### src/rtl/ptw_defines.svh
// Sv32 width and level macros, included by the packages and by modules that slice addresses
`ifndef PTW_DEFINES_SVH
`define PTW_DEFINES_SVH

// ----------------------------------------
// address widths
// ----------------------------------------
// virtual address
`define PTW_VLEN 32
// physical address, 22-bit ppn plus page offset
`define PTW_PLEN 34
// physical page number
`define PTW_PPN_W 22

// ----------------------------------------
// page-table geometry
// ----------------------------------------
// one vpn field indexes a 1024-entry table
`define PTW_VPN_W 10
// root table and leaf table
`define PTW_LEVELS 2
// 4 KiB pages
`define PTW_PGOFF_W 12
// one pte is a 32-bit word
`define PTW_PTE_BYTES 4
// address-space id from satp
`define PTW_ASID_W 9

`endif

### src/rtl/ptw_sv32_pkg.sv
// Sv32 address, page-number and page-table-entry types, imported by the walker and its testbench
`default_nettype none

`include "ptw_defines.svh"

package ptw_sv32_pkg;

  // ----------------------------------------
  // addresses and page numbers
  // ----------------------------------------
  typedef logic [`PTW_VLEN-1:0] vaddr_t;
  typedef logic [`PTW_PLEN-1:0] paddr_t;
  typedef logic [`PTW_PPN_W-1:0] ppn_t;
  // a single vpn field, vpn[1] or vpn[0]
  typedef logic [`PTW_VPN_W-1:0] vpn_t;
  typedef logic [`PTW_ASID_W-1:0] asid_t;

  // walk depth, 0 is the root table
  typedef logic [$clog2(`PTW_LEVELS)-1:0] level_t;

  // ----------------------------------------
  // page-table entry, msb first
  // ----------------------------------------
  typedef struct packed {
    ppn_t       ppn;
    // reserved for supervisor software
    logic [1:0] rsw;
    logic       d;
    logic       a;
    logic       g;
    logic       u;
    logic       x;
    logic       w;
    logic       r;
    logic       v;
  } pte_t;

endpackage

`default_nettype wire

### src/rtl/ptw_bus_pkg.sv
// structs and enums exchanged between the walker, the shared TLB and the memory port
`default_nettype none

`include "ptw_defines.svh"

package ptw_bus_pkg;

  // kind of access that missed, selects the permission rule
  typedef enum logic [1:0] {
    ACC_FETCH,
    ACC_LOAD,
    ACC_STORE
  } access_e;

  // walker FSM states
  typedef enum logic [2:0] {
    IDLE,
    WAIT_GRANT,
    PTE_LOOKUP,
    PROPAGATE_ERROR,
    WAIT_RVALID,
    LATENCY
  } walk_state_e;

  // outcome of checking one fetched entry
  typedef enum logic [1:0] {
    PTE_LEAF,
    PTE_POINTER,
    PTE_FAULT
  } pte_verdict_e;

  // ----------------------------------------
  // TLB side
  // ----------------------------------------
  typedef struct packed {
    logic                  valid;
    ptw_sv32_pkg::vaddr_t  vaddr;
    access_e               access;
    ptw_sv32_pkg::asid_t   asid;
  } walk_req_t;

  typedef struct packed {
    logic                                  valid;
    logic [`PTW_LEVELS*`PTW_VPN_W-1:0]     vpn;
    ptw_sv32_pkg::asid_t                   asid;
    // set for a 4 MiB leaf found in the root table
    logic                                  superpage;
    ptw_sv32_pkg::pte_t                    pte;
  } tlb_update_t;

  // ----------------------------------------
  // memory side
  // ----------------------------------------
  typedef struct packed {
    logic                  req;
    ptw_sv32_pkg::paddr_t  addr;
  } mem_req_t;

  typedef struct packed {
    logic                          gnt;
    logic                          rvalid;
    logic [`PTW_PTE_BYTES*8-1:0]   rdata;
  } mem_rsp_t;

endpackage

`default_nettype wire

### src/rtl/ptw_mem_port.sv
// read-only memory port of the walker: request/grant handshake, registered response, pending flag
`timescale 1ns/1ps
`default_nettype none

module ptw_mem_port (
  input  logic                   clk_i,
  input  logic                   rst_ni,
  input  logic                   issue_i,
  input  ptw_sv32_pkg::paddr_t   addr_i,
  input  ptw_bus_pkg::mem_rsp_t  mem_rsp_i,
  output ptw_bus_pkg::mem_req_t  mem_req_o,
  output logic                   granted_o,
  output logic                   pte_valid_o,
  output ptw_sv32_pkg::pte_t     pte_o,
  output logic                   pending_o
);

  import ptw_sv32_pkg::*;

  logic rvalid_q;
  pte_t rdata_q;
  // a granted read whose rvalid has not yet arrived
  logic pending_q;

  // request follows the FSM directly, addr comes from the pointer register
  assign mem_req_o.req  = issue_i;
  assign mem_req_o.addr = addr_i;

  // a grant only counts while we are asking
  assign granted_o = issue_i & mem_rsp_i.gnt;

  // ----------------------------------------
  // response registers
  // ----------------------------------------
  always_ff @(posedge clk_i or negedge rst_ni) begin
    if (!rst_ni) begin
      rvalid_q  <= 1'b0;
      pending_q <= 1'b0;
    end else begin
      rvalid_q <= mem_rsp_i.rvalid;
      // one read at a time, so grant and rvalid never coincide
      if (granted_o) begin
        pending_q <= 1'b1;
      end else if (mem_rsp_i.rvalid) begin
        pending_q <= 1'b0;
      end
    end
  end

  // returned word, only sampled when it is valid
  always_ff @(posedge clk_i) begin
    if (mem_rsp_i.rvalid) begin
      rdata_q <= pte_t'(mem_rsp_i.rdata);
    end
  end

  assign pte_valid_o = rvalid_q;
  assign pte_o       = rdata_q;
  assign pending_o   = pending_q;

endmodule

`default_nettype wire

### src/rtl/ptw_pte_check.sv
// combinational Sv32 entry checker, classifies a fetched PTE as leaf, pointer or page fault
`timescale 1ns/1ps
`default_nettype none

`include "ptw_defines.svh"

module ptw_pte_check (
  input  ptw_sv32_pkg::pte_t          pte_i,
  input  ptw_sv32_pkg::level_t        level_i,
  input  ptw_bus_pkg::access_e        access_i,
  input  logic                        mxr_i,
  output ptw_bus_pkg::pte_verdict_e   verdict_o
);

  import ptw_sv32_pkg::*;
  import ptw_bus_pkg::*;

  // deepest table, a pointer here has nowhere to go
  localparam level_t LastLevel = level_t'(`PTW_LEVELS - 1);

  logic bad_encoding;
  logic is_pointer;
  logic misaligned;
  logic load_ok;
  logic perm_ok;

  // v=0, or write without read, is reserved
  assign bad_encoding = !pte_i.v || (pte_i.w && !pte_i.r);

  // no r and no x means next-level table
  assign is_pointer = !pte_i.r && !pte_i.x;

  // a root-table leaf maps 4 MiB, low ppn field must be clear
  assign misaligned = (level_i == level_t'(0)) && (pte_i.ppn[`PTW_VPN_W-1:0] != '0);

  // readable, or executable with make-executable-readable
  assign load_ok = pte_i.a && (pte_i.r || (pte_i.x && mxr_i));

  // ----------------------------------------
  // permission and accessed/dirty rules
  // ----------------------------------------
  always_comb begin
    case (access_i)
      ACC_FETCH: perm_ok = pte_i.x && pte_i.a;
      ACC_LOAD:  perm_ok = load_ok;
      ACC_STORE: perm_ok = load_ok && pte_i.w && pte_i.d;
      default:   perm_ok = 1'b0;
    endcase
  end

  // checks in priority order
  always_comb begin
    if (bad_encoding) begin
      verdict_o = PTE_FAULT;
    end else if (is_pointer) begin
      verdict_o = (level_i == LastLevel) ? PTE_FAULT : PTE_POINTER;
    end else if (misaligned) begin
      verdict_o = PTE_FAULT;
    end else if (perm_ok) begin
      verdict_o = PTE_LEAF;
    end else begin
      verdict_o = PTE_FAULT;
    end
  end

endmodule

`default_nettype wire

### src/rtl/ptw_walk_fsm.sv
// walker FSM: latches a TLB miss, steps through the two Sv32 levels, emits TLB fills or faults
`timescale 1ns/1ps
`default_nettype none

`include "ptw_defines.svh"

module ptw_walk_fsm (
  input  logic                         clk_i,
  input  logic                         rst_ni,
  input  logic                         flush_i,
  input  ptw_bus_pkg::walk_req_t       walk_req_i,
  input  ptw_sv32_pkg::ppn_t           satp_ppn_i,
  input  logic                         granted_i,
  input  logic                         pte_valid_i,
  input  logic                         pending_i,
  input  ptw_sv32_pkg::pte_t           pte_i,
  input  ptw_bus_pkg::pte_verdict_e    verdict_i,
  output logic                         issue_o,
  output ptw_sv32_pkg::paddr_t         addr_o,
  output ptw_sv32_pkg::level_t         level_o,
  output ptw_bus_pkg::access_e         access_o,
  output logic                         busy_o,
  output ptw_bus_pkg::tlb_update_t     update_o,
  output logic                         fault_o
);

  import ptw_sv32_pkg::*;
  import ptw_bus_pkg::*;

  // byte offset of a pte inside its table
  localparam int unsigned PteOffW = $clog2(`PTW_PTE_BYTES);

  walk_state_e state_q, state_d;
  level_t      level_q, level_d;
  logic        global_q, global_d;
  // payload of the walk in flight
  vaddr_t      vaddr_q;
  asid_t       asid_q;
  access_e     access_q;
  paddr_t      pptr_q, pptr_d;
  logic        accept;
  logic        leaf_hit;
  pte_t        fill_pte;

  // table base times page size plus index times pte size
  function automatic paddr_t pte_addr(input ppn_t base, input vpn_t idx);
    return {base, idx, {PteOffW{1'b0}}};
  endfunction

  // a new miss is only taken when idle and not being flushed
  assign accept   = (state_q == IDLE) && walk_req_i.valid && !flush_i;
  assign leaf_hit = (state_q == PTE_LOOKUP) && pte_valid_i && (verdict_i == PTE_LEAF);

  // ----------------------------------------
  // next state
  // ----------------------------------------
  always_comb begin
    state_d  = state_q;
    level_d  = level_q;
    global_d = global_q;
    pptr_d   = pptr_q;
    case (state_q)
      IDLE: begin
        level_d  = '0;
        global_d = 1'b0;
        if (accept) begin
          // root entry indexed by vpn[1]
          pptr_d  = pte_addr(satp_ppn_i, walk_req_i.vaddr[`PTW_VLEN-1 -: `PTW_VPN_W]);
          state_d = WAIT_GRANT;
        end
      end
      WAIT_GRANT: begin
        if (granted_i) begin
          state_d = PTE_LOOKUP;
        end
      end
      PTE_LOOKUP: begin
        if (pte_valid_i) begin
          // g of every entry on the path counts
          global_d = global_q | pte_i.g;
          case (verdict_i)
            PTE_LEAF: state_d = LATENCY;
            PTE_POINTER: begin
              level_d = level_t'(level_q + 1'b1);
              // leaf table indexed by vpn[0]
              pptr_d  = pte_addr(pte_i.ppn, vaddr_q[`PTW_PGOFF_W +: `PTW_VPN_W]);
              state_d = WAIT_GRANT;
            end
            default: state_d = PROPAGATE_ERROR;
          endcase
        end
      end
      PROPAGATE_ERROR: state_d = LATENCY;
      // a flushed read still has to come back before the port is free
      WAIT_RVALID: begin
        if (pte_valid_i) begin
          state_d = IDLE;
        end
      end
      LATENCY: state_d = IDLE;
      default: state_d = IDLE;
    endcase

    // flush aborts any walk, draining a granted read first
    if (flush_i && (state_q != IDLE)) begin
      state_d = (pending_i || granted_i) ? WAIT_RVALID : LATENCY;
    end
  end

  // ----------------------------------------
  // registers
  // ----------------------------------------
  always_ff @(posedge clk_i or negedge rst_ni) begin
    if (!rst_ni) begin
      state_q  <= IDLE;
      level_q  <= '0;
      global_q <= 1'b0;
    end else begin
      state_q  <= state_d;
      level_q  <= level_d;
      global_q <= global_d;
    end
  end

  always_ff @(posedge clk_i) begin
    pptr_q <= pptr_d;
    if (accept) begin
      vaddr_q  <= walk_req_i.vaddr;
      asid_q   <= walk_req_i.asid;
      access_q <= walk_req_i.access;
    end
  end

  // leaf with the accumulated global bit
  always_comb begin
    fill_pte   = pte_i;
    fill_pte.g = global_q | pte_i.g;
  end

  assign issue_o  = (state_q == WAIT_GRANT);
  assign addr_o   = pptr_q;
  assign level_o  = level_q;
  assign access_o = access_q;
  assign busy_o   = (state_q != IDLE);

  // update and fault are one-cycle pulses, dropped under flush
  assign update_o.valid     = leaf_hit && !flush_i;
  assign update_o.vpn       = vaddr_q[`PTW_VLEN-1:`PTW_PGOFF_W];
  assign update_o.asid      = asid_q;
  assign update_o.superpage = (level_q == level_t'(0));
  assign update_o.pte       = fill_pte;
  assign fault_o            = (state_q == PROPAGATE_ERROR) && !flush_i;

endmodule

`default_nettype wire

### src/rtl/ptw_top.sv
// Sv32 page-table walker top level, joins memory port, entry checker and walk FSM
`timescale 1ns/1ps
`default_nettype none

module ptw_top (
  input  logic                       clk_i,
  input  logic                       rst_ni,
  input  logic                       flush_i,
  input  ptw_bus_pkg::walk_req_t     walk_req_i,
  input  ptw_sv32_pkg::ppn_t         satp_ppn_i,
  input  logic                       mxr_i,
  input  ptw_bus_pkg::mem_rsp_t      mem_rsp_i,
  output ptw_bus_pkg::mem_req_t      mem_req_o,
  output logic                       busy_o,
  output ptw_bus_pkg::tlb_update_t   update_o,
  output logic                       fault_o
);

  import ptw_sv32_pkg::*;
  import ptw_bus_pkg::*;

  // FSM to memory port
  logic         issue;
  paddr_t       addr;
  // memory port back to FSM
  logic         granted;
  logic         pte_valid;
  logic         pending;
  pte_t         pte;
  // checker inputs and result
  level_t       level;
  access_e      access;
  pte_verdict_e verdict;

  ptw_mem_port u_mem_port (
    .clk_i       (clk_i),
    .rst_ni      (rst_ni),
    .issue_i     (issue),
    .addr_i      (addr),
    .mem_rsp_i   (mem_rsp_i),
    .mem_req_o   (mem_req_o),
    .granted_o   (granted),
    .pte_valid_o (pte_valid),
    .pte_o       (pte),
    .pending_o   (pending)
  );

  ptw_pte_check u_pte_check (
    .pte_i     (pte),
    .level_i   (level),
    .access_i  (access),
    .mxr_i     (mxr_i),
    .verdict_o (verdict)
  );

  ptw_walk_fsm u_walk_fsm (
    .clk_i       (clk_i),
    .rst_ni      (rst_ni),
    .flush_i     (flush_i),
    .walk_req_i  (walk_req_i),
    .satp_ppn_i  (satp_ppn_i),
    .granted_i   (granted),
    .pte_valid_i (pte_valid),
    .pending_i   (pending),
    .pte_i       (pte),
    .verdict_i   (verdict),
    .issue_o     (issue),
    .addr_o      (addr),
    .level_o     (level),
    .access_o    (access),
    .busy_o      (busy_o),
    .update_o    (update_o),
    .fault_o     (fault_o)
  );

endmodule

`default_nettype wire

### config.mk
export PLATFORM = sky130hd
export DESIGN_NAME = ptw_top
export DESIGN_NICKNAME = d
export VERILOG_FILES = /design/src/rtl/ptw_sv32_pkg.sv /design/src/rtl/ptw_bus_pkg.sv /design/src/rtl/ptw_mem_port.sv /design/src/rtl/ptw_pte_check.sv /design/src/rtl/ptw_walk_fsm.sv /design/src/rtl/ptw_top.sv
export VERILOG_INCLUDE_DIRS = /design/src /design/src/rtl
export SDC_FILE = /design/constraint.sdc
export NUM_CORES = 1
export LEC_CHECK = 0
export ABC_AREA = 1
export BUFFER_PORTS_ARGS = -buffer_cell sky130_fd_sc_hd__buf_2
export CORE_MARGIN = 2
export CORE_UTILIZATION = 40
export CTS_BUF_LIST = sky130_fd_sc_hd__clkbuf_8
export DETAILED_ROUTE_END_ITERATION = 10
export PLACE_DENSITY_LB_ADDON = 0.08
export RECOVER_POWER = 25
export SLEW_MARGIN = 30
export SYNTH_ARGS = -nofsm -noshare
export SYNTH_HDL_FRONTEND = slang
export SYNTH_HIERARCHICAL = 1
export SYNTH_SLANG_ARGS = --single-unit
### constraint.sdc
create_clock -name clk_i -period 3.1 [get_ports clk_i]
set_clock_uncertainty 0.1 [all_clocks]
set_input_delay 0.62 -clock clk_i [delete_from_list [all_inputs] [get_ports clk_i]]
set_output_delay 0.62 -clock clk_i [all_outputs]
set_load 0.01 [all_outputs]
==> PnR_summary.wiki <==
{| class="wikitable"
! Metric !! Value
|-
| Cts bufs inserted || 9
|-
| Final max-slew violation count || 35
|-
| Maximum number of pins on one net before global-route repair || 38
|-
| Slew at the pin with the worst max-slew slack || 1.92 ns
|-
| Effective utilization at floorplan || 0.407
|-
| Biggest fanout along the worst timing path || 37
|-
| Part of the power in the clock network || 0.220
|-
| Aggregate global-route resource usage || 0.154
|-
| # port buffers || 189
|-
| Detailed-route via count || 2815
|-
| Length of routed wiring on met1 || 3660 um
|-
| Clock transition at path regs || 0.10 ns
|-
| Number of design-rule violations left by the first detailed-router iteration || 134
|-
| Non-Filler Cell Area, Final || 0.00518 mm^2
|-
| Unrepaired setup endpoints after global routing || no
|-
| Standard-cell rows || 38
|-
| Hold Vio Cnt, Final || 0
|-
| Type of the worst setup path || reg -> out
|-
| Run status || finished with violations
|-
| Clock root buffer master || sky130_fd_sc_hd__clkbuf_8
|-
| Comb power frac || 0.262
|-
| Critical Path End Type || output port
|-
| Routed vias/inst || 4.41
|-
| Largest vdd supply drop || 0.310 mV
|-
| Die Width || 109 um
|-
| Violations in the final reports || max-capacitance violations, max-slew violations
|-
| Remaining antenna violation count after routing || 0
|-
| Total die area || 0.0118 mm^2
|-
| Number of nets in the final layout || 598
|-
| Switching power share of the total || 0.320
|-
| Number of max-cap violations || 1
|-
| Number of detailed-route iterations in the first pass || 6
|-
| Area growth from synthesis to layout || 18.4%
|-
| Share of total power in sequential cells || 0.518
|-
| Met3 WL || 786 um
|-
| Crit start category || flip-flop
|-
| Fraction of layout instances using a drive strength above 1 || 0.421
|-
| Req. time, crit path || 2.38 ns
|-
| Final wirelength || 8980 um
|-
| Buffer levels on the longest clock path || 2
|-
| Synthesized area per cell || 12.0 um^2
|-
| Insertion delay to the later sink of the worst-skew pair || 0.36 ns
|-
| Die span in y || 109 um
|-
| # placed instances || 622
|-
| Pwr per Cell Area || 734 mW/mm^2
|-
| Boundary Pins || 204
|-
| Synth Cell Area || 0.00437 mm^2
|-
| Synth warnings || 6
|-
| Routability Congestion || 0.787
|-
| Clock H-tree levels || 3
|-
| Internal Pwr Total || 0.00259 W
|-
| Remaining routing DRC violations || 0
|-
| Wire length of the first global-routing pass || 13500 um
|-
| Routed wire length per instance || 14.0 um
|-
| Final setup viols || 0
|-
| Portion of the clock cycle consumed by the worst path in the final layout || 0.935
|-
| Number of antenna diodes || 0
|-
| Classification of the worst-slack hold path || in -> reg
|-
| Time the worst path needs with I/O delays and setup || 2.90 ns
|-
| Post-synthesis register bit count || 102
|-
| Data arrival time of the worst path || 2.18 ns
|-
| Placeable Area || 0.0107 mm^2
|-
| TritonCTS Sinks || 102
|-
| Achievable frequency || 345 MHz
|-
| Highest metal layer used by the detailed router || met5
|-
| Proportion of synthesized chip area in sequential cells || 0.693
|-
| Clock tree from TritonCTS || done
|-
| Vias in the first global route || 2804
|-
| Number of antenna violations at the first check in global routing || 1
|-
| Post-synthesis cell count || 364
|-
| Max-slew headroom at the worst pin || -0.282
|-
| Half-perimeter wire length after placement || 6460 um
|-
| Instance area after placement || 0.00498 mm^2
|-
| Post-synthesis cell type count || 22
|-
| Final Instance Count excl. Fillers || 639
|-
| Met2 WL || 4350 um
|-
| Final setup TNS || 0 ns
|-
| Global-route congestion overflow total || 0
|-
| Net switching component of the power || 0.00122 W
|-
| Leak Pwr || 2.34 nW
|}
## cell type report
class | count | area, um^2
repair buffers | 192 | 960
clock inverters | 7 | 73.8
fillers | 1045 | 5570
inverters | 15 | 63.8
flip-flops and latches | 102 | 3030
multi-input cells | 174 | 753
clock buffers | 9 | 124
well taps | 140 | 175
## routing by layer
metal	GRT usage	vias to the layer above
li1	-	1396
met1	0.183	1289
met3	0.0506	13
met2	0.256	115
met5	0	-
met4	0.0632	2
## critical path: stages (launching register included)
cell	delay (ns)
sky130_fd_sc_hd__dfrtp_1	0.48
sky130_fd_sc_hd__nor2_4	0.19
sky130_fd_sc_hd__nand2_4	0.27
sky130_fd_sc_hd__inv_8	0.31
sky130_fd_sc_hd__nand2_2	0.09
sky130_fd_sc_hd__nor4_1	0.27
sky130_fd_sc_hd__buf_2	0.20
## registers in the layout (all words and copies together) (netlist names), 2 cells and up
register	count
u_walk_fsm/addr_o	32
u_walk_fsm/state_q	3
u_walk_fsm/asid_q	9
u_mem_port/pte_o	32
u_walk_fsm/vaddr_q	20
u_walk_fsm/access_o	2
## Yosys cell counts
library cell               number  share of area
sky130_fd_sc_hd__a21oi_1        2         0.0023
sky130_fd_sc_hd__a21oi_2        1         0.0020
sky130_fd_sc_hd__buf_2          3         0.0034
sky130_fd_sc_hd__buf_4         71           0.12
sky130_fd_sc_hd__conb_1         1        0.00086
sky130_fd_sc_hd__dfrtp_1        7          0.040
sky130_fd_sc_hd__edfxtp_1      95           0.65
sky130_fd_sc_hd__inv_1         13          0.011
sky130_fd_sc_hd__inv_2          1        0.00086
sky130_fd_sc_hd__inv_6          1         0.0020
sky130_fd_sc_hd__nand2_1      119           0.10
sky130_fd_sc_hd__nand2_2        3         0.0043
sky130_fd_sc_hd__nand2_4        2         0.0052
sky130_fd_sc_hd__nand3_1       15          0.017
sky130_fd_sc_hd__nor2_1        17          0.015
sky130_fd_sc_hd__nor2_4         1         0.0026
sky130_fd_sc_hd__nor4_1         2         0.0029
sky130_fd_sc_hd__nor4_2         1         0.0029
sky130_fd_sc_hd__o21ai_0        6         0.0069
sky130_fd_sc_hd__o21ai_1        1         0.0011
sky130_fd_sc_hd__o21bai_1       1         0.0017
sky130_fd_sc_hd__or2_2          1         0.0014
## cell usage in the layout (no fill, tap or decap)
cell type,netlist,layout
sky130_fd_sc_hd__a21oi_1,2,2
sky130_fd_sc_hd__a21oi_4,0,1
sky130_fd_sc_hd__buf_2,3,180
sky130_fd_sc_hd__buf_4,71,2
sky130_fd_sc_hd__bufinv_16,0,1
sky130_fd_sc_hd__clkbuf_1,0,9
sky130_fd_sc_hd__clkbuf_8,0,9
sky130_fd_sc_hd__clkinv_2,0,2
sky130_fd_sc_hd__clkinvlp_4,0,3
sky130_fd_sc_hd__conb_1,1,2
sky130_fd_sc_hd__dfrtp_1,7,7
sky130_fd_sc_hd__dlygate4sd3_1,0,1
sky130_fd_sc_hd__edfxtp_1,95,95
sky130_fd_sc_hd__inv_1,13,13
sky130_fd_sc_hd__inv_2,1,1
sky130_fd_sc_hd__inv_8,0,2
sky130_fd_sc_hd__nand2_1,119,119
sky130_fd_sc_hd__nand2_2,3,3
sky130_fd_sc_hd__nand2_4,2,2
sky130_fd_sc_hd__nand3_1,15,15
sky130_fd_sc_hd__nor2_1,17,16
sky130_fd_sc_hd__nor2_4,1,2
sky130_fd_sc_hd__nor4_1,2,2
sky130_fd_sc_hd__nor4_2,1,1
sky130_fd_sc_hd__o21ai_0,6,6
sky130_fd_sc_hd__o21ai_1,1,1
sky130_fd_sc_hd__o21bai_1,1,1
sky130_fd_sc_hd__or2_2,1,1
## power by group through the flow
stage | sequential, W | combinational (W) | clock [W]
after global routing | 0.00201 | 0.00111 | 0.000924
after global placement | 0.00200 | 0.00101 | 0
final | 0.00197 | 0.000996 | 0.000837
after floorplan | 0.00201 | 0.000807 | 0
after detailed placement | 0.00201 | 0.00101 | 0
after CTS | 0.00197 | 0.00102 | 0.000865
## through the flow
stage	setup WS [ns]	total power (W)	util	hold WS (ns)
final	0.202	0.00380	0.482	0.327
after global routing	0.0311	0.00404	0.482	0.292
after CTS	0.0958	0.00386	0.483	0.301
after detailed placement	0.516	0.00302	0.463	0.363
after global placement	0.550	0.00300	0.463	0.360
after floorplan	0.496	0.00282	-	0.224
## repair_timing
action	CTS	global route
resized for setup	0	1
hold endpoints to repair	7	0
hold buffers	1	0
buffers inserted	0	0
endpoints found under the setup margin	0	1
## cells by family (layout without fill, tap and decap cells)
family | count (synthesis) | count (layout) | synth area share
AOI/OAI and AO/OA | 11 | 11 | 0.0140
buffers and inverters | 89 | 223 | 0.139
DFF | 102 | 102 | 0.693
other | 1 | 2 | 0.000858
and+or+nand+nor | 161 | 161 | 0.153
## path summary, 6_finish.rpt
kind	endpoint	depth (start not counted)	from	slack, ns
setup / recovery	update_o[62]	6	u_walk_fsm/state_q[2]	0.20
hold / removal	u_walk_fsm/asid_q[2]	1	walk_req_i[2]	0.33
setup reg to reg	u_walk_fsm/addr_o[11]	8	u_walk_fsm/state_q[2]	0.62
hold reg to reg	u_mem_port/pending_o	2	u_mem_port/pending_o	0.39
max in group asynchronous	u_walk_fsm/state_q[1]	2	rst_ni	2.00
min in group asynchronous	u_mem_port/pending_o	2	rst_ni	0.59
(Power assumes the default switching activity.)
